[src/videoBackend_macros.svh]
`ifndef VIDEOBACKEND_MACROS_SVH
`define VIDEOBACKEND_MACROS_SVH

// Line buffer geometry
`define LB_AW 8	// One entry per pixel of a line
`define LB_DEPTH 256
`define NUM_BANKS 2	// Ping-pong pair

// Pixel and palette address fields
`define PAL_W 8	// Sprite palette number
`define COL_W 4	// Color index, 0 is transparent
`define FIXPAL_W 4	// Fix palette number
`define PA_W 12	// Palette RAM address

// Watchdog timing in CLK_1MB cycles
`define WD_LIMIT 2000
`define WD_PULSE 8	// Length of sysRstN low

// Wishbone slave port
`define WB_AW 2
`define WB_DW 16
`endif

[src/videoBackendPkg.sv]
`include "videoBackend_macros.svh"

package videoBackendPkg;

	// One line buffer entry
	typedef struct packed {
		logic [`PAL_W-1:0] palette;
		logic [`COL_W-1:0] color;
	} sprPix_t;

	// Fix layer pixel, color 0 lets sprites through
	typedef struct packed {
		logic [`FIXPAL_W-1:0] palette;
		logic [`COL_W-1:0] color;
	} fixPix_t;

	// Writer to bank
	typedef struct packed {
		logic we;
		logic [`LB_AW-1:0] addr;
		sprPix_t data;
	} lbWrite_t;

	// Span setup, load is a one cycle strobe
	typedef struct packed {
		logic load;
		logic [`LB_AW-1:0] xPos;	// First pixel position
		logic [`PAL_W-1:0] palette;
		logic hFlip;	// Count down instead of up
	} spanCmd_t;

	// Wishbone classic request and response
	typedef struct packed {
		logic cyc;
		logic stb;
		logic we;
		logic [`WB_AW-1:0] adr;
		logic [`WB_DW-1:0] dat;
	} wbReq_t;

	typedef struct packed {
		logic ack;
		logic [`WB_DW-1:0] dat;
	} wbRsp_t;

	typedef enum logic {WD_RUN, WD_RESET} wdState_t;
	typedef enum logic {WR_IDLE, WR_SPAN} wrState_t;

endpackage

[src/watchdog.sv]
`timescale 1ns/1ns
`include "videoBackend_macros.svh"

module watchdog (
	input logic CLK_1MB,
	input logic rstN,
	input videoBackendPkg::wbReq_t wbReq,	// CPU side
	output videoBackendPkg::wbRsp_t wbRsp,
	output logic sysRstN	// System reset pulse, active low
);
	import videoBackendPkg::*;

	wdState_t state;
	logic [`WB_DW-1:0] cnt;	// Remaining cycles, or pulse length in WD_RESET
	logic ackQ;
	logic [`WB_DW-1:0] rdDat;
	logic wbHit;
	logic kick;

	// New request seen, ack goes out next cycle for one cycle
	assign wbHit = wbReq.cyc && wbReq.stb && !ackQ;
	assign kick = wbHit && wbReq.we && (wbReq.adr == `WB_AW'd0);

	always_ff @(posedge CLK_1MB)
	begin
		if (!rstN)
			ackQ <= 1'b0;
		else
			ackQ <= wbHit;
		if (wbHit && !wbReq.we && wbReq.adr == `WB_AW'd1)
			rdDat <= cnt;	// Remaining count
		else
			rdDat <= '0;
	end

	assign wbRsp.ack = ackQ;
	assign wbRsp.dat = rdDat;

	always_ff @(posedge CLK_1MB)
	begin
		if (!rstN)
		begin
			state <= WD_RUN;
			cnt <= `WB_DW'(`WD_LIMIT);
		end
		else
		begin
			case (state)
				WD_RUN:
					if (kick)
						cnt <= `WB_DW'(`WD_LIMIT);	// Reload
					else if (cnt == '0)
					begin
						state <= WD_RESET;	// Expired
						cnt <= `WB_DW'(`WD_PULSE - 1);
					end
					else
						cnt <= cnt - 1'b1;
				WD_RESET:
					if (cnt == '0)
					begin
						state <= WD_RUN;	// Count again from the top
						cnt <= `WB_DW'(`WD_LIMIT);
					end
					else
						cnt <= cnt - 1'b1;	// Kicks ignored here
				default:
					state <= WD_RUN;
			endcase
		end
	end

	assign sysRstN = (state != WD_RESET);

endmodule
[config.mk]
export PLATFORM = sky130hd
export DESIGN_NAME = watchdog
export DESIGN_NICKNAME = d
export VERILOG_FILES = /design/src/videoBackendPkg.sv /design/src/watchdog.sv
export VERILOG_INCLUDE_DIRS = /design/src
export SDC_FILE = /design/constraint.sdc
export NUM_CORES = 1
export LEC_CHECK = 0
export ABC_CLOCK_PERIOD_IN_PS = 1820
export BUFFER_PORTS_ARGS = -buffer_cell sky130_fd_sc_hd__clkbuf_2
export CAP_MARGIN = 20
export CORE_AREA = 4 4 51 71
export DETAILED_ROUTE_END_ITERATION = 10
export DIE_AREA = 0 0 55 75
export PLACE_DENSITY_LB_ADDON = 0.2
export SLEW_MARGIN = 20
export SYNTH_ARGS = -nofsm -noshare
export SYNTH_HDL_FRONTEND = slang
export SYNTH_SLANG_ARGS = --single-unit
[constraint.sdc]
create_clock -name CLK_1MB -period 1.82 [get_ports CLK_1MB]
set_input_delay 0.364 -clock CLK_1MB [delete_from_list [all_inputs] [get_ports CLK_1MB]]
set_output_delay 0.364 -clock CLK_1MB [all_outputs]
set_load 0.005 [all_outputs]
* After elaboration in Yosys (flattened, before gate mapping)
Cells that the tools add are included.
** Storage, ports and cells
- Bits in registers :: 34
- Bits of input ports :: 23
- Output and inout bits :: 18
- Logic and storage cells :: 25
** Cells by class
- Reductions and logical operators :: 10
- Equal/unequal tests :: 1
- Bitwise operators :: 1
- Mux-type cells :: 8
- Add/subtract/negate cells :: 1
** Operators with widths (number)
- $mux W16 :: 3
- $pmux W16 S2 :: 1
- $logic_not A16 Y1 :: 1
- $sub A16 B1 Y16 const B :: 1
- $logic_and A1 B1 Y1 :: 6
- $mux W1 :: 3
- $eq A2 B1 Y1 const B :: 1
- $logic_not A1 Y1 :: 2
- $logic_not A2 Y1 :: 1
- $pmux W1 S2 :: 1
- $not A1 Y1 :: 1

* Depth between registers and ports, before layout
- Word-level depth :: 6
- Depth in mapped cells :: 6
- Mapped depth without buffers :: 6

* Least setup slack after synthesis
OpenSTA, ideal clock, no wires.
- Kind :: flip-flop to flip-flop
- Start :: register cnt[6]
- End :: register cnt[9]
- Setup slack :: 0.162 ns
- Path buffers :: 0
- Arrival :: 1.544 ns
- Cell stages (with the launch flop) :: 5
- Clock period less this slack :: 1.658 ns
- Setup time :: 0.114 ns
- Data required time :: 1.706 ns
- Path through :: dfxtp_1 > nor4_4 > nand2_1 > or4_1 > a21o_1
** On the way
- Cells in the longest elaborated chain, start to end :: 4
- Elaborated cells between the ends (all ways) :: 6
- Those cells by class :: add/sub (1); mux (4); reduce/logical (1)
** RTL lines
- start: declaration :: RTL line watchdog.sv:14 : logic [`WB_DW-1:0] cnt;
- start signal: assignment :: RTL line watchdog.sv:44 : cnt <= `WB_DW'(`WD_LIMIT);
- start signal: assignment :: RTL line watchdog.sv:51 : cnt <= `WB_DW'(`WD_LIMIT);
- start signal: assignment :: RTL line watchdog.sv:55 : cnt <= `WB_DW'(`WD_PULSE - 1);
- $sub A16 B1 Y16 or $logic_not A16 Y1 (tied branches)
- $mux W16 :: RTL line watchdog.sv:52 : else if (cnt == '0)
- $mux W16 :: RTL line watchdog.sv:50 : if (kick)
- $pmux W16 S2 (*) :: RTL line watchdog.sv:48 : case (state)
Mark *: on every way between the ends. The rest lies on a longest branch, timed or not.
A chain may end at the register's enable or synchronous reset.

* Final worst setup path
- Start :: register cnt[8]
- End :: register cnt[9]
The elaborated chain is that of the path after synthesis.

==> implementation parameters <==
Parameter                              Value

Floorplanning
  Total die area    4130 um^2
  Ports    41
  Overall die width    55 um
  Core Footprint    3030 um^2
  Die height    75 um
  Row Count    24
  Starting Density    0.432

Layout
  Post-route cell area    1630 um^2
  Final core occ    0.538
  Share of layout cells above drive strength 1    0.287
  Layout Area Growth over Synthesis    24.5%
  Number of diodes    0
  Final net count    195

Timing
  Final clock period utilization by the worst path    0.982
  Sum Neg Setup Slack    0 ns
  Maximum frequency from static timing analysis    560 MHz
  Worst clock skew    0.00380 ns
  Final hold vios    0
  Normalized max-slew margin    0.737
  Final Max Slew Viols    0
  Final setup fails    0
  Worst Tran Pin Value    0.390 ns
  Minimum clock period    1.79 ns
  RSZ-0062 raised after global routing    yes

Setup path
  Kind of launch point of the worst setup path    flip-flop
  Capturing element type of the critical path    flip-flop
  Crit path DAT    1.96 ns
  Type of the worst setup path    reg -> reg
  Required time at the worst-slack endpoint    2.00 ns
  Crit-path max FO    5

Worst hold path
  Kind of path behind the tightest hold check    in -> reg

Routing
  Vias per cell    5.00
  Routed length per instance    12.4 um
  Number of DRC markers in iteration 0    35
  Total DRC errors in the routed layout    0
  Final ANT Viol Nets    0
  DR pass1 iterations    4
  WL final    2600 um
  Vias    1050

Synthesis
  Per-instance average area after synthesis    10.0 um^2
  Largest area contributor in the netlist    sky130_fd_sc_hd__dfxtp_1
  Gate Count Post-Synth    131
  Number of nets produced by synthesis    155
  Most common cell in the netlist    sky130_fd_sc_hd__dfxtp_1
  Cell types occupying the most area after synthesis    sky130_fd_sc_hd__dfxtp_1 (52%), sky130_fd_sc_hd__and2_1 (7.6%), sky130_fd_sc_hd__nor4_4 (3.2%)
  Number of different library cells in the post-synthesis netlist    34
  Number of enable-type register cells in the synthesized netlist    0
  Area share of the largest cell type after synthesis    0.520
  Synth top cells by count    sky130_fd_sc_hd__dfxtp_1 (34), sky130_fd_sc_hd__and2_1 (16), sky130_fd_sc_hd__a21oi_1 (8), sky130_fd_sc_hd__o21ai_0 (8), sky130_fd_sc_hd__nor2_1 (7)
  Post-Synthesis Cell Area    1310 um^2
  Yosys reg bits    34
  Predominant post-synthesis flop cell    sky130_fd_sc_hd__dfxtp_1
  Sequential area share after synthesis    0.520
  Ys Warns    0
  Asr flop ratio synth    0

Clock tree
  Clk sink count    34
  Count of instances resized after the clock tree is built    0
  Clock insertion delay at the later pin of the skew report    0.28 ns
  Number of H-tree branching levels    2
  Clock edge transition at the registers on the reported setup and hold paths    0.06 ns
  CTS tree    done
  Buffers from clock root to sink, at most    2
  Cts bufs inserted    5
  Cell at the root of the clock tree    sky130_fd_sc_hd__clkbuf_8

GRT
  Via count of the first global-routing pass    1025
  Wire length of the first global-routing pass    4570 um
  Total overflow reported by the global router    0
  Maximum number of pins on one net before global-route repair    17
  Total Routing Usage GR    0.156
  Antenna violations before repair    0

Power and ir drop
  Static leakage    0.696 nW
  Total power divided by cell area    899 nW/um^2
  Peak VDD IR    0.000793 V
  Final Total Pwr    1.47 mW

Run status
  Outcome    completed

Placement
  Number of port buffers    24
  Placed wire-length estimate after detailed placement    1990 um
  Gpl congestion    0.813
  Placed inst area    1540 um^2

Run
  Number of max-cap violations    0
## worst max-delay path, cell delays in order (launching register included)
cell,delay (ns)
sky130_fd_sc_hd__dfxtp_1,0.36
sky130_fd_sc_hd__nor4_4,0.40
sky130_fd_sc_hd__nand2_1,0.17
sky130_fd_sc_hd__or4_1,0.57
sky130_fd_sc_hd__a21o_1,0.18
## report_power, final
part           internal, mW  switching [mW]  total [mW]
logic                0.0746          0.0775       0.152
clock network         0.263           0.238       0.501
registers             0.773          0.0403       0.813
total                  1.11           0.356        1.47
## layer usage
metal  track usage  share of wire  vias up
met4        0.0649          0.018        0
met5             0              0        -
li1              -              -      541
met2         0.268           0.53       20
met3        0.0495          0.043        6
met1         0.172           0.41      483
## sequential cells by signal (all words and copies together) (netlist names)
register / count
ackQ: 1
cnt: 16
rdDat: 16
state: 1
## path summary, 6_finish.rpt
kind / from / end / slack (ns) / depth (start not counted)
hold reg to reg: cnt[0]$_SDFF_PN0_ / cnt[0]$_SDFF_PN0_ / 0.50 / 1
setup reg to reg: cnt[8]$_SDFF_PN1_ / cnt[9]$_SDFF_PN1_ / 0.03 / 4
setup / recovery: cnt[8]$_SDFF_PN1_ / cnt[9]$_SDFF_PN1_ / 0.03 / 4
hold / removal: rstN / ackQ$_SDFF_PN0_ / 0.34 / 3
## cell families (layout without fill, tap and decap cells)
group	after synthesis	after routing	share of synthesized area
AOI/OAI and AO/OA	26	26	0.117
xor gates and xnor gates	7	7	0.0468
adders and majority gates	1	1	0.00955
buffers and inverters	8	48	0.0258
DFF	34	34	0.520
muxes	1	1	0.00764
and+or+nand+nor	54	54	0.274
## placed cells by master (no fill, tap or decap), types with 4 or more instances in the layout
| cell type | instances |
|---|---|
| sky130_fd_sc_hd__a21oi_1 | 8 |
| sky130_fd_sc_hd__and2_1 | 16 |
| sky130_fd_sc_hd__buf_4 | 12 |
| sky130_fd_sc_hd__clkbuf_2 | 24 |
| sky130_fd_sc_hd__clkbuf_8 | 5 |
| sky130_fd_sc_hd__dfxtp_1 | 34 |
| sky130_fd_sc_hd__inv_1 | 5 |
| sky130_fd_sc_hd__nand2_1 | 5 |
| sky130_fd_sc_hd__nor2_1 | 7 |
| sky130_fd_sc_hd__o21ai_0 | 8 |
| sky130_fd_sc_hd__o31ai_1 | 4 |
| sky130_fd_sc_hd__or4_1 | 4 |
| sky130_fd_sc_hd__xor2_1 | 4 |
## metrics by stage
stage	hold WS, ns	cells	setup slack (ns)
floorplan	0.449	131	0.162
global placement	0.480	201	0.0733
detailed placement	0.494	201	0.0363
CTS	0.332	208	0.0171
global route	0.340	210	-0.0587
finish	0.337	210	0.0331
## area by class of cell
cell class,count,area (um^2)
repair buffers,36,210
inverters,5,18.8
multi-input cells,89,596
clock buffers,7,76.3
fillers,286,1400
well taps,39,48.8
flip-flops and latches,34,681
## repair_timing
item                       CTS  global route
hold buffers                 0             0
buffers inserted             0             2
setup endpoints to repair    0             6
(Power assumes the default switching activity.)
