<file path="config.mk">
export PLATFORM = sky130hd
export DESIGN_NAME = pixelMixer
export DESIGN_NICKNAME = d
export VERILOG_FILES = /design/src/videoBackendPkg.sv /design/src/pixelMixer.sv
export VERILOG_INCLUDE_DIRS = /design/src
export SDC_FILE = /design/constraint.sdc
export NUM_CORES = 1
export LEC_CHECK = 0
export BUFFER_PORTS_ARGS = -buffer_cell sky130_fd_sc_hd__buf_2
export CELL_PAD_IN_SITES_DETAIL_PLACEMENT = 1
export CELL_PAD_IN_SITES_GLOBAL_PLACEMENT = 1
export CORE_ASPECT_RATIO = 1.75
export CORE_MARGIN = 3
export CORE_UTILIZATION = 29
export CTS_CLUSTER_SIZE = 14
export DETAILED_ROUTE_END_ITERATION = 6
export PLACE_DENSITY_LB_ADDON = 0.1
export SYNTH_ARGS = -nofsm -noshare
export SYNTH_HDL_FRONTEND = slang
export SYNTH_SLANG_ARGS = --single-unit
</file>
<file path="constraint.sdc">
create_clock -name CLK_1MB -period 1.34 [get_ports CLK_1MB]
set_clock_uncertainty 0.2 [all_clocks]
set_input_delay 0.268 -clock CLK_1MB [delete_from_list [all_inputs] [get_ports CLK_1MB]]
set_output_delay 0.268 -clock CLK_1MB [all_outputs]
set_load 0.005 [all_outputs]
</file>
<file path="src/videoBackend_macros.svh">
`ifndef VIDEOBACKEND_MACROS_SVH
`define VIDEOBACKEND_MACROS_SVH

// Line buffer geometry
`define LB_AW 8	// One entry per pixel of a line
`define LB_DEPTH 256
`define NUM_BANKS 2	// Ping-pong pair

// Pixel and palette address fields
`define PAL_W 8	// Sprite palette number
`define COL_W 4	// Color index, 0 is transparent
`define FIXPAL_W 4	// Fix palette number
`define PA_W 12	// Palette RAM address

// Watchdog timing in CLK_1MB cycles
`define WD_LIMIT 2000
`define WD_PULSE 8	// Length of sysRstN low

// Wishbone slave port
`define WB_AW 2
`define WB_DW 16
`endif

</file>
<file path="src/videoBackendPkg.sv">
`include "videoBackend_macros.svh"

package videoBackendPkg;

	// One line buffer entry
	typedef struct packed {
		logic [`PAL_W-1:0] palette;
		logic [`COL_W-1:0] color;
	} sprPix_t;

	// Fix layer pixel, color 0 lets sprites through
	typedef struct packed {
		logic [`FIXPAL_W-1:0] palette;
		logic [`COL_W-1:0] color;
	} fixPix_t;

	// Writer to bank
	typedef struct packed {
		logic we;
		logic [`LB_AW-1:0] addr;
		sprPix_t data;
	} lbWrite_t;

	// Span setup, load is a one cycle strobe
	typedef struct packed {
		logic load;
		logic [`LB_AW-1:0] xPos;	// First pixel position
		logic [`PAL_W-1:0] palette;
		logic hFlip;	// Count down instead of up
	} spanCmd_t;

	// Wishbone classic request and response
	typedef struct packed {
		logic cyc;
		logic stb;
		logic we;
		logic [`WB_AW-1:0] adr;
		logic [`WB_DW-1:0] dat;
	} wbReq_t;

	typedef struct packed {
		logic ack;
		logic [`WB_DW-1:0] dat;
	} wbRsp_t;

	typedef enum logic {WD_RUN, WD_RESET} wdState_t;
	typedef enum logic {WR_IDLE, WR_SPAN} wrState_t;

endpackage

</file>
<file path="src/pixelMixer.sv">
`timescale 1ns/1ns
`include "videoBackend_macros.svh"

module pixelMixer (
	input logic CLK_1MB,
	input logic rstN,
	input logic dispEn,	// One pixel out per cycle
	input logic lineStart,	// Rewind display counter
	input logic lineFlip,	// Display bank index
	input videoBackendPkg::fixPix_t fix,
	input logic blank,	// Forces PA to zero
	output logic [`NUM_BANKS-1:0] rdEn,
	output logic [`LB_AW-1:0] rdAddr,
	input videoBackendPkg::sprPix_t rdData [`NUM_BANKS],
	output logic [`PA_W-1:0] pa,	// Palette address
	output logic paValid
);
	import videoBackendPkg::*;

	logic [`LB_AW-1:0] dispCnt;
	logic [`LB_AW-1:0] curAddr;
	fixPix_t fixQ;	// Stage 1, aligned with RAM output
	logic blankQ;
	logic selQ;	// Bank that was read
	logic validQ;
	sprPix_t sprPix;
	logic fixOpaque;
	logic [`PA_W-1:0] paNext;

	// lineStart in the same cycle as dispEn reads pixel 0
	assign curAddr = lineStart ? '0 : dispCnt;
	assign rdAddr = curAddr;

	always_ff @(posedge CLK_1MB)
	begin
		if (!rstN)
			dispCnt <= '0;
		else if (dispEn)
			dispCnt <= curAddr + 1'b1;
		else if (lineStart)
			dispCnt <= '0;
	end

	// Read only the display bank, fill bank stays free for the writer
	always_comb
	begin
		for (int b = 0; b < `NUM_BANKS; b++)
			rdEn[b] = dispEn && (b == int'(lineFlip));
	end

	// Delay side inputs by the RAM latency
	always_ff @(posedge CLK_1MB)
	begin
		fixQ <= fix;
		blankQ <= blank;
		selQ <= lineFlip;
	end

	assign sprPix = rdData[selQ];
	assign fixOpaque = (fixQ.color != '0);

	// Priority: blank, then opaque fix, then sprite
	always_comb
	begin
		if (blankQ)
			paNext = '0;
		else if (fixOpaque)
			paNext = {{(`PA_W - `FIXPAL_W - `COL_W){1'b0}}, fixQ.palette, fixQ.color};
		else
			paNext = {sprPix.palette, sprPix.color};
	end

	// Stage 2, registered palette address
	always_ff @(posedge CLK_1MB)
	begin
		pa <= paNext;
		if (!rstN)
		begin
			validQ <= 1'b0;
			paValid <= 1'b0;
		end
		else
		begin
			validQ <= dispEn;
			paValid <= validQ;	// Two cycles after dispEn
		end
	end

endmodule

</file>
# == Word-level counts from Yosys, hierarchy flattened ==
# Cells that the tools add are included.
# totals
regBits,32
latchBits,0
ramBits,0
mem_bits_ro,0
in_bits,38
out_inout_bits,23
word_cells,23
n_memories,0
# classes
n_addsub,1
multipliers,0
div,0
magnitude_cmp,1
eq_ne,0
shift,0
mux,6
bitwise_logic,2
n_reduce_logical,4
# op_table
operator,count
2-to-1 mux 12 bit,3
2-to-1 mux 8 bit,3
"adder 8 x 1 -> 8 bit, second input constant",1
nonzero test 4 bit,1
">= comparator 2 bit, second input constant",1
logical AND 1 bit,2
inverter 1 -> 2 bit,1
OR reduction 2 bit,1
inverter 1 bit,1

# == Logic depth before layout (Yosys ltp) ==
# logic_depth
ltp_word,5
depth_mapped,5
mapped_depth_nobuf,5

# == Worst setup path before layout ==
# Ideal clock, no wire load.
# synth_timing
path_type,flip-flop to flip-flop
startpoint,register dispCnt[0]
endpoint,register dispCnt[4]
setup_time_ns,0.121
t_arrival_ns,1.210
required_ns,1.019
setup_slack_ns,-0.191
path_stages_with_launch,6
path_buffers,0
period_less_slack_ns,1.531
path_cell_list,dfxtp_1 -> nor2b_1 -> ha_1 -> and4b_1 -> a21o_1 -> a21oi_1
# synth_via
elab_chain_cells,3
# synth_rtl
item,line,text
start: declaration,pixelMixer.sv:20,logic [`LB_AW-1:0] dispCnt;
start signal: assignment,pixelMixer.sv:39,dispCnt <= curAddr + 1'b1;
2-to-1 mux 8 bit,n/a,
named net rdAddr[0],pixelMixer.sv:13,"output logic [`LB_AW-1:0] rdAddr,"
adder 8 x 1 -> 8 bit,pixelMixer.sv:39,
2-to-1 mux 8 bit,pixelMixer.sv:38,else if (dispEn)
# The timed path passes the listed nets, and every way through them passes these cells.
# A chain may end at the register's enable or synchronous reset.

# == Final worst setup path ==
# layout_timing
startpoint,register dispCnt[0]
endpoint,output rdAddr[0]
# layout_via
elab_chain_cells,1
# layout_rtl
item,line
2-to-1 mux 8 bit,n/a
end: declaration,pixelMixer.sv:13
# Every way passes these cells.

==> qor.txt <==
most frequent cell after synthesis - dfxtp_1
total number of vias - 1237
first-pass GRT wire length - 6258 um
DIE WIDTH - 55.26 um
Cells after Synth - 116
die height - 92.20 um
Yosys top cell area share - 52.03%
H-tree levels - 2
Cell Area, Synth - 0.001231 mm^2
Starting Density - 30.94%
Initial DRC Count - 4
internal power - 1.602 mW
combinational share of power - 12.9%
worst hold slack - 0.07773 ns
Diodes inserted - 0
Worst slew margin - 80.65%
sequential power share - 48.7%
top_reg_cell synth - dfxtp_1
Period minus WS final - 1.480 ns
Overall Global Routing Usage - 15.66%
cell taking the most area after synthesis - dfxtp_1
CTS tree - done
final setup fails - 13
synthesized flop and latch total - 32
gp weighted congestion - 0.7212
Port Buf Inserts - 60
routed len/inst - 15.14 um
# IOs - 61
crit-path leading delay family - flip-flops
sequential area share after synthesis - 52.03%
Critical Path Sink Type - output port
vias in the first global route - 1322
crit path buf inv count - 2
EDFF count, synth - 0
Startpoint Class - flop
Worst-path clk slew - 0.06 ns
Final period util - 110.5%
DR pass1 iterations - 3
grt ovf - 0
critical-path cell list - nor2b_4 -> buf_6 -> buf_6
Crit path largest cell delay - 0.34 ns
die footprint - 0.005094 mm^2
MaxCap Viol Count - 0
Layout Nets - 254
vias per cell - 4.703
top post-synthesis cells by count - dfxtp_1 (32), nor2_1 (13), mux2i_1 (11)
pre-CTS WS - -0.2485 ns
largest net degree at the start of global routing - 13
deepest clock path buffer count - 2
LEAKAGE - 1.038 nW
sw frac - 22.79%
CP Class - flop to output port
Netlist cell types - 30
clock share of power - 38.4%
Cell Pwr Density - 960.4 mW/mm^2
Post-Route WL - 3982 um
Core Rows - 30
Syn Nets - 155
Syn. warnings - 0
Core Region - 0.003979 mm^2
Clock Tree Root - clkbuf_8
Critical Path AT - 1.01 ns
residual DRC count - 0
Final ANT Viol Nets - 0
FMAX - 0.6755 GHz
initial antenna violation count - 0
Synth area leaders - dfxtp_1 (52%), mux2i_1 (8.9%), nor2_1 (4.0%)
Worst EP required - 0.87 ns
failing checks - setup timing
clk_lat worst skew - 0.28 ns
Area growth syn-to-layout - 75.51%
P_sw - 473.0 uW
layout cells sized above 1 - 64.19%
Slew Viols, Final - 0
Placed Instance Area - 0.001688 mm^2
Worst Tran Pin Value - 0.2881 ns
Inserted Clock Buffers - 5
CTS sink count - 32
Design Area, Final - 0.002161 mm^2
RSZ-0062 raised after global routing - yes
average instance area after synthesis - 10.61 um^2
final hold vios - 0
CP dominant cell by count - buf_6
Max stage delay cell, worst path - dfxtp_2
status - complete, but fails checks
Peak VDD IR - 0.8541 mV
Async SR Flop Fraction - 0%
worst min path class - input pin to flop
PnR worst setup slack - -0.1405 ns
Crit Path Max Fanout - 2
DP HPWL - 2796 um
-- area by class of cell --
| class | instances | area, um^2 |
|---|---|---|
| Fill cell | 477 | 1818 |
| Multi-Input combinational cell | 75 | 681.9 |
| Sequential cell | 32 | 658.1 |
| Timing Repair Buffer | 95 | 638.1 |
| Clock buffer | 7 | 96.34 |
| Tap cell | 48 | 60.06 |
| Inverter | 6 | 26.28 |
-- flip-flops by register name (all words and copies together) (netlist names) --
register,count
paValid,1
selQ,1
fixQ,8
validQ,1
pa,12
dispCnt,8
blankQ,1
-- power groups by stage --
stage / clock network (mW) / registers, mW / logic [mW]
after global routing: 0.863 / 1.01 / 0.293
after global placement: 0 / 1.03 / 0.200
final: 0.796 / 1.01 / 0.268
after floorplan: 0 / 1.03 / 0.0852
after detailed placement: 0 / 1.03 / 0.209
after CTS: 0.824 / 1.01 / 0.257
-- placed cells by master (no fill, tap or decap), types with 2 or more instances in the layout --
cell	Yosys	final
mux2i_1	11	10
dlygate4sd3_1	0	10
inv_1	6	3
dfxtp_1	32	22
nor3_2	0	4
dfxtp_2	0	8
nand3_1	3	2
nand2_1	4	3
nor2_1	13	12
clkbuf_8	0	7
a21oi_1	7	3
nand2b_1	4	2
buf_2	0	55
a211oi_2	2	4
nor4_4	1	3
a21o_1	2	2
nand2b_4	0	2
mux2_2	4	4
a21oi_2	0	4
buf_6	1	10
and2_1	2	2
buf_4	1	20
dfxtp_4	0	2
nor2b_4	0	3
inv_2	0	2
-- worst reg2reg max path, delay by kind of cell (launching register included) --
kind | cells | cell delay (ns)
AND/OR/NAND/NOR | 2 | 0.47
flip-flops | 1 | 0.34
AO/OA/AOI/OAI | 2 | 0.20
adder cells (fa/ha/maj) | 1 | 0.15
-- per-stage QoR --
| step | TNS [ns] | util, % | total power, mW | std cells |
|---|---|---|---|---|
| 6_report | -0.7502 | 54.31 | 2.075 | 263 |
| 5_1_grt | -1.821 | 54.31 | 2.170 | 263 |
| 4_1_cts | -0.7019 | 52.11 | 2.091 | 261 |
| 3_5_place_dp | -1.289 | 42.42 | 1.242 | 234 |
| 3_3_place_gp | -0.5963 | 42.42 | 1.232 | 234 |
| 2_1_floorplan | -0.1199 | - | 1.117 | 116 |
-- per-layer routing --
metal | up-vias | track usage [%] | wire, um
li1 | 593 | - | -
met1 | 593 | 14.54 | 1358
met2 | 46 | 30.73 | 2322
met3 | 5 | 4.225 | 242
met4 | 0 | 6.694 | 59
met5 | - | 0 | 0
-- cell families (layout without fill, tap and decap cells) --
group | after synthesis | after routing | share of synthesized area [%]
XOR/XNOR | 2 | 2 | 1.423
buffers and inverters | 9 | 108 | 3.658
adder cells (fa/ha/maj) | 1 | 1 | 1.016
flip-flops | 32 | 32 | 52.03
AO/OA/AOI/OAI | 14 | 14 | 7.722
multiplexers | 15 | 15 | 12.60
AND/OR/NAND/NOR | 43 | 43 | 21.54
-- worst paths after layout --
| check | cells past startpoint | startpoint | slack [ns] | to |
|---|---|---|---|---|
| max | 3 | dispCnt[0] | -0.14 | rdAddr[0] |
| min | 2 | rstN | 0.08 | paValid |
| max reg2reg | 5 | dispCnt[0] | -0.14 | dispCnt[4] |
| min reg2reg | 1 | validQ | 0.24 | paValid |
-- timing repair --
action,4_1_cts,5_1_grt
pin swaps,12,8
endpoints found under the setup margin,20,24
buffers inserted,9,2
hold buffers,10,0
resized for setup,29,20
gates cloned,1,0
endpoints found under the hold margin,10,0
Note: power is estimated with default switching activity, not from simulation.
