$ cat src/videoBackend_macros.svh
`ifndef VIDEOBACKEND_MACROS_SVH
`define VIDEOBACKEND_MACROS_SVH

// Line buffer geometry
`define LB_AW 8	// One entry per pixel of a line
`define LB_DEPTH 256
`define NUM_BANKS 2	// Ping-pong pair

// Pixel and palette address fields
`define PAL_W 8	// Sprite palette number
`define COL_W 4	// Color index, 0 is transparent
`define FIXPAL_W 4	// Fix palette number
`define PA_W 12	// Palette RAM address

// Watchdog timing in CLK_1MB cycles
`define WD_LIMIT 2000
`define WD_PULSE 8	// Length of sysRstN low

// Wishbone slave port
`define WB_AW 2
`define WB_DW 16
`endif

$ cat src/videoBackendPkg.sv
`include "videoBackend_macros.svh"

package videoBackendPkg;

	// One line buffer entry
	typedef struct packed {
		logic [`PAL_W-1:0] palette;
		logic [`COL_W-1:0] color;
	} sprPix_t;

	// Fix layer pixel, color 0 lets sprites through
	typedef struct packed {
		logic [`FIXPAL_W-1:0] palette;
		logic [`COL_W-1:0] color;
	} fixPix_t;

	// Writer to bank
	typedef struct packed {
		logic we;
		logic [`LB_AW-1:0] addr;
		sprPix_t data;
	} lbWrite_t;

	// Span setup, load is a one cycle strobe
	typedef struct packed {
		logic load;
		logic [`LB_AW-1:0] xPos;	// First pixel position
		logic [`PAL_W-1:0] palette;
		logic hFlip;	// Count down instead of up
	} spanCmd_t;

	// Wishbone classic request and response
	typedef struct packed {
		logic cyc;
		logic stb;
		logic we;
		logic [`WB_AW-1:0] adr;
		logic [`WB_DW-1:0] dat;
	} wbReq_t;

	typedef struct packed {
		logic ack;
		logic [`WB_DW-1:0] dat;
	} wbRsp_t;

	typedef enum logic {WD_RUN, WD_RESET} wdState_t;
	typedef enum logic {WR_IDLE, WR_SPAN} wrState_t;

endpackage

$ cat src/lineBufBank.sv
`timescale 1ns/1ns
`include "videoBackend_macros.svh"

module lineBufBank (
	input logic CLK_1MB,
	input logic rstN,
	input videoBackendPkg::lbWrite_t wr,	// From spriteWriter
	input logic rdEn,	// Display read, clears the entry
	input logic [`LB_AW-1:0] rdAddr,
	output videoBackendPkg::sprPix_t rdData	// Valid the cycle after rdEn
);
	import videoBackendPkg::*;

	sprPix_t mem [`LB_DEPTH];
	logic clrBusy;	// Reset sweep running
	logic [`LB_AW-1:0] clrAddr;
	logic memWe;
	logic [`LB_AW-1:0] memAddr;
	sprPix_t memData;

	// Sweep starts once reset is released, one entry per cycle
	always_ff @(posedge CLK_1MB)
	begin
		if (!rstN)
		begin
			clrBusy <= 1'b1;
			clrAddr <= '0;
		end
		else if (clrBusy)
		begin
			clrAddr <= clrAddr + 1'b1;
			if (clrAddr == `LB_AW'(`LB_DEPTH - 1))
				clrBusy <= 1'b0;	// Last entry done
		end
	end

	// Single write port shared by sweep, clear-on-read and fill
	always_comb
	begin
		memWe = wr.we;
		memAddr = wr.addr;
		memData = wr.data;
		if (clrBusy)
		begin
			memWe = 1'b1;
			memAddr = clrAddr;
			memData = '0;
		end
		else if (rdEn)
		begin
			memWe = 1'b1;	// Zero behind the read
			memAddr = rdAddr;
			memData = '0;
		end
	end

	always_ff @(posedge CLK_1MB)
	begin
		if (memWe)
			mem[memAddr] <= memData;
		if (rdEn)
			rdData <= mem[rdAddr];	// Old value, before the clear
	end

endmodule

$ cat config.mk
export PLATFORM = sky130hd
export DESIGN_NAME = lineBufBank
export DESIGN_NICKNAME = d
export VERILOG_FILES = /design/src/videoBackendPkg.sv /design/src/lineBufBank.sv
export VERILOG_INCLUDE_DIRS = /design/src
export SDC_FILE = /design/constraint.sdc
export NUM_CORES = 2
export LEC_CHECK = 0
export BUFFER_PORTS_ARGS = -buffer_cell sky130_fd_sc_hd__clkbuf_2
export CORE_MARGIN = 2
export CORE_UTILIZATION = 60
export DETAILED_ROUTE_END_ITERATION = 6
export GPL_ROUTABILITY_DRIVEN = 0
export GPL_TIMING_DRIVEN = 0
export PLACE_DENSITY_LB_ADDON = 0.12
export SLEW_MARGIN = 20
export SYNTH_ARGS = -nofsm -noshare
export SYNTH_HDL_FRONTEND = slang
export SYNTH_SLANG_ARGS = --single-unit
$ cat constraint.sdc
create_clock -name CLK_1MB -period 13.12 [get_ports CLK_1MB]
set_clock_uncertainty 0.2 [all_clocks]
set_input_delay 1.968 -clock CLK_1MB [delete_from_list [all_inputs] [get_ports CLK_1MB]]
set_output_delay 1.968 -clock CLK_1MB [all_outputs]
set_load 0.02 [all_outputs]
=== Word-level counts from Yosys, hierarchy flattened ===
Memory sizes are Yosys's and may differ from the RTL's. A register that Yosys moved wholly into a read port is not among the register bits.
Index checks and enable logic that the tools add are counted.
W data, S select, Z words.

* Output and inout bits: 12
* Memories kept: 1
* Bits of input ports: 32
* Register bits: 9
* Memory bits (writable): 3,072
* Logic and storage cells: 15

{| class="wikitable"
|+ Memory list
! name !! words !! width !! read ports !! clocked after Yosys merged registers in !! wr ports !! RTL line !! text
|-
| mem || 256 || 12 || 1 || 1 || 1 || lineBufBank.sv:14 || <nowiki>sprPix_t mem [`LB_DEPTH];</nowiki>
|}

* Muxes and demuxes: 10
* Equality and inequality tests: 1
* $add $sub $neg: 1

{| class="wikitable"
|+ Operators with widths
! operator !! count
|-
| $mux W12 || 2
|-
| $mux W8 || 2
|-
| $add A8 B1 Y8 const B || 1
|-
| $eq A8 B8 Y1 const B || 1
|-
| $mux W1 || 6
|}

=== Depth between registers and ports, before layout ===
* Word-level depth: 4
* Mapped depth: 12
* Mapped depth without buffers: 7

=== Least setup slack after synthesis ===
Ideal clock, no wire load.

* Path type: in2reg
* From: input port rdEn
* To: memory mem[0][10] (netlist name), data pin
* Arrival: 5,800 ps
* Data required time: 12,050 ps
* Library setup time: 870 ps
* Slack: 6,250 ps
* Cell stages on the path: 4
* Cell sequence: buf_2 nor2_1 clkbuf_1 and2_1

{| class="wikitable"
|+ RTL lines
! element !! RTL line !! text
|-
| from (decl) || lineBufBank.sv:8 || <nowiki>input logic rdEn,</nowiki>
|-
| to (decl) || lineBufBank.sv:14 ||
|}

==> key figures <==
Run status
  • Status: finished with violations
  • Failing checks: design-rule violations

Worst setup path
  • Critical path fanouts, max: 10
  • Setup crit start kind: input pin
  • CP Data Required Time: roughly 14,000 ps
  • Slowest CP cell: o31ai_2
  • Critical Path End Type: register
  • WP buf/inv: 5
  • WP data arrival: approximately 7700 ps
  • WS Path Type: input pin to register
  • Crit path largest cell delay: 1060 ps
  • Critical-path cell list: clkbuf_2, buf_2, buf_2, clkbuf_1, clkbuf_1, a21oi_1, nand2_1, o31ai_1, o31ai_2, nor3_1
  • Crit-path leading delay family: buffers and inverters

Power
  • Power density over the cells: approximately 150 nW/µm²
  • Leakage: roughly 0.045 µW
  • VDD IR-drop max: between 0.15 and 0.2 mV

Logic synthesis
  • Synth Area per Inst: between 20 and 25 µm²
  • Register area share after synthesis: 0.7765
  • Post-synthesis register bit count: 3,093
  • Cells after synthesis: between 5,000 and 6,000
  • Syn Nets: 5,799
  • Area share of fa/ha/maj cells after synthesis: 0.0001047
  • Yosys warns: 0
  • Synth Cell Area: around 120,000 µm²
  • Post-synth EDFFs: just over 3,000
  • Distinct cells, synth: 59
  • Multiplexer area fraction after synthesis: 0.1444
  • Main combinational cell family by area after synthesis: multiplexers
  • Synth Area in XOR/XNOR: 0.0003665
  • Synth Area in Compound Gates: 0.03872
  • Ys async rst share: 0
  • Main synth FF type: edfxtp_1
  • Simple-gate portion of the synthesized area: 0.02385

Clock network
  • # Post-CTS Setup Buffers: 0
  • CTS tree: built
  • Clock tree buffer depth: 4
  • PostCTS Resize Cnt: 0
  • Total clock sinks: 3,093
  • CTS Root Cell: clkbuf_16
  • TritonCTS Buffers: 319
  • Clk slew on worst S/H paths: 60 ps
  • Clock Latency Late Sink: approximately 1000 ps
  • Hold_buf cts: 0
  • CTS H-Tree Depth: 5

Route
  • DRC viols: 14
  • 1st-iter DRT viols: approximately 14,000
  • Wire per inst: around 45 µm
  • Final ANT Viol Nets: 0
  • Routed via count: between 60,000 and 70,000
  • Vias/cell: 7.454
  • Final WL: around 420,000 µm
  • DR pass1 iterations: 7

Global routing
  • Number of global-route vias before repair: 64,200
  • First-pass GRT wire length: around 550,000 µm
  • Initial antenna violation count: 24
  • Pin count of the biggest net entering global routing: 80
  • GR Overflow Total: 0
  • All-Layer GR Usage: 0.4118

Placement
  • Count of input and output buffers: 39
  • Post-detail-place hpwl: roughly 280,000 µm
  • Post-Place Cells: ~8,600
  • Pre-CTS WS: between 5000 and 6000 ps

Die
  • Die Height: between 400 and 500 µm
  • Die ar.: between 200,000 and 250,000 µm²
  • Top Ports: between 40 and 50
  • Initial core utilization: 0.6047
  • Core area: between 150,000 and 200,000 µm²
  • Die Width: roughly 450 µm
  • Row cnt: approximately 160

Final layout
  • Synth-to-Final Area Change: 14.14%
  • Core Util, Final: 0.6902
  • Final std cells w/o fill: 9,174
  • Share of layout cells above drive strength 1: 0.2633
  • Final net count: 6,334

STA
  • Slew Limit Fails: 0
  • Final Critical Period: just over 7000 ps
  • RSZ-0062 raised after global routing: false
  • Setup slack after layout: a little under 6000 ps
  • WHS: 326.0 ps
  • Setup TNS: 0 ps
  • Tightest Pin Transition: ~1400 ps
  • Period utilisation layout: 0.5526
  • Slew headroom: 0.06651
  • Setup violators final: 0
  • Fmax: approximately 0.14 GHz
  • Final hold vios: 0

Flow run
  • Max_cap viols: 0

Hold path
  • Hold WC Path Type: register to register
-- layout by cell type, fill, tap and decap left out, types with 10 or more instances in the layout --
cell type | Yosys | final
edfxtp_1 | 3084 | 3084
mux4_2 | 587 | 587
mux2i_1 | 386 | 386
clkbuf_16 | 0 | 327
nor2_2 | 2 | 254
clkbuf_1 | 146 | 182
a21oi_1 | 175 | 175
nand2_1 | 155 | 155
a22oi_1 | 143 | 143
buf_6 | 34 | 114
buf_2 | 90 | 98
o221ai_1 | 93 | 93
clkinv_1 | 2 | 73
clkbuf_2 | 0 | 70
o22ai_1 | 65 | 65
nor2_1 | 312 | 54
buf_4 | 52 | 53
a211oi_1 | 54 | 53
nand3_1 | 49 | 49
buf_8 | 2 | 46
o21ai_0 | 43 | 43
clkinv_2 | 0 | 40
buf_16 | 0 | 32
nor3_1 | 26 | 24
bufinv_16 | 0 | 24
or3_1 | 21 | 21
buf_12 | 1 | 19
nor4_1 | 18 | 17
a31oi_1 | 17 | 17
a21boi_0 | 16 | 16
diode_2 | 0 | 14
nand2b_1 | 12 | 12
nor2b_1 | 12 | 12
buf_1 | 21 | 12
nand4_1 | 12 | 12
and2_4 | 0 | 12
o31ai_1 | 20 | 11
a221oi_1 | 10 | 10
-- tightest hold or removal path, stage by stage, from the launching register on --
cell and delay, ps:
dfxtp_1 330, o21ai_0 70, a21boi_0 80
-- cells by family (layout without fill, tap and decap cells) --
| logic type | count (synthesis) | in the layout |
|---|---|---|
| mux | 983 | 983 |
| xor+xnor | 5 | 5 |
| compound gates | 678 | 678 |
| fa+ha+maj | 1 | 1 |
| other cells | 0 | 14 |
| buf+inv | 351 | 1105 |
| simple gates | 655 | 655 |
| flops | 3093 | 3093 |
-- power by group --
group	internal, µW	switching, µW
sequential	10700	8.69
clock	5010	3720
combinational	304	780
total	16000	4510
-- stage by stage --
stage	area [µm²]	power, µW
after floorplan	119500	11430
after global placement	123000	11930
after detailed placement	126600	11940
after CTS	136300	20420
after global routing	136400	20830
final	136400	20540
-- registers in the layout (all words and copies together), names as in the netlist --
| signal | cells |
|---|---|
| mem | 3072 |
| rdData | 12 |
| clrAddr | 8 |
| clrBusy | 1 |
-- routing by layer --
metal / routed length [µm] / track usage / vias up
met3: 64300 / 0.1592 / 1708
met1: 132200 / 0.5146 / 34890
met4: 41420 / 0.3189 / 14
li1: - / - / 25160
met5: 211 / 0 / -
met2: 178900 / 0.5820 / 6605
-- cells in the mapped netlist, types with 4 or more instances --
cell       count  area share
buf_6         34      0.0032
o22a_1         7     0.00051
a22oi_1      143      0.0090
o31ai_1       20      0.0013
clkbuf_1     146      0.0046
o211ai_1       4     0.00025
mux4_1         4     0.00088
buf_4         52      0.0033
nand2_1      155      0.0049
a222oi_1       5     0.00042
nand3_1       49      0.0021
a221oi_1      10     0.00073
nand2b_1      12     0.00063
o22ai_1       65      0.0034
mux2i_1      386       0.032
or3_1         21      0.0011
nor2_1       312      0.0098
mux4_2       587        0.11
mux2_2         6     0.00057
a2111oi_0      6     0.00044
o221ai_1      93      0.0068
and2_1        21      0.0011
a211oi_1      54      0.0034
and3_1         4     0.00021
xnor2_1        4     0.00029
nor2b_1       12     0.00063
a31oi_1       17     0.00089
nor3_1        26      0.0011
a211o_1        4     0.00029
a21oi_1      175      0.0073
edfxtp_1    3084        0.77
buf_1         21     0.00066
o21a_1         6     0.00038
a21boi_0      16      0.0010
nor4_1        18     0.00094
dfxtp_1        9      0.0015
buf_2         90      0.0038
o21ai_0       43      0.0018
nand4_1       12     0.00063
-- final timing paths --
check	from	to	slack, ps	cells past startpoint
setup / recovery	rdAddr[4]	rdData[2]	5870	10
hold / removal	clrAddr[7]	clrAddr[7]	330	2
setup reg to reg	mem[219][2]	rdData[2]	8560	7
hold reg to reg	clrAddr[7]	clrAddr[7]	330	2
-- final cells by class --
class | count | area, µm²
plain buffers | 346 | 1949
diodes | 14 | 35.03
clock inverters | 147 | 1304
clock buffers | 393 | 8431
inverters | 5 | 18.77
flip-flops and latches | 3093 | 92790
repair buffers | 214 | 3005
multi-input cells | 2322 | 25560
well taps | 2640 | 3303
fillers | 12120 | 61220
Power figures use the tool's default switching activity.
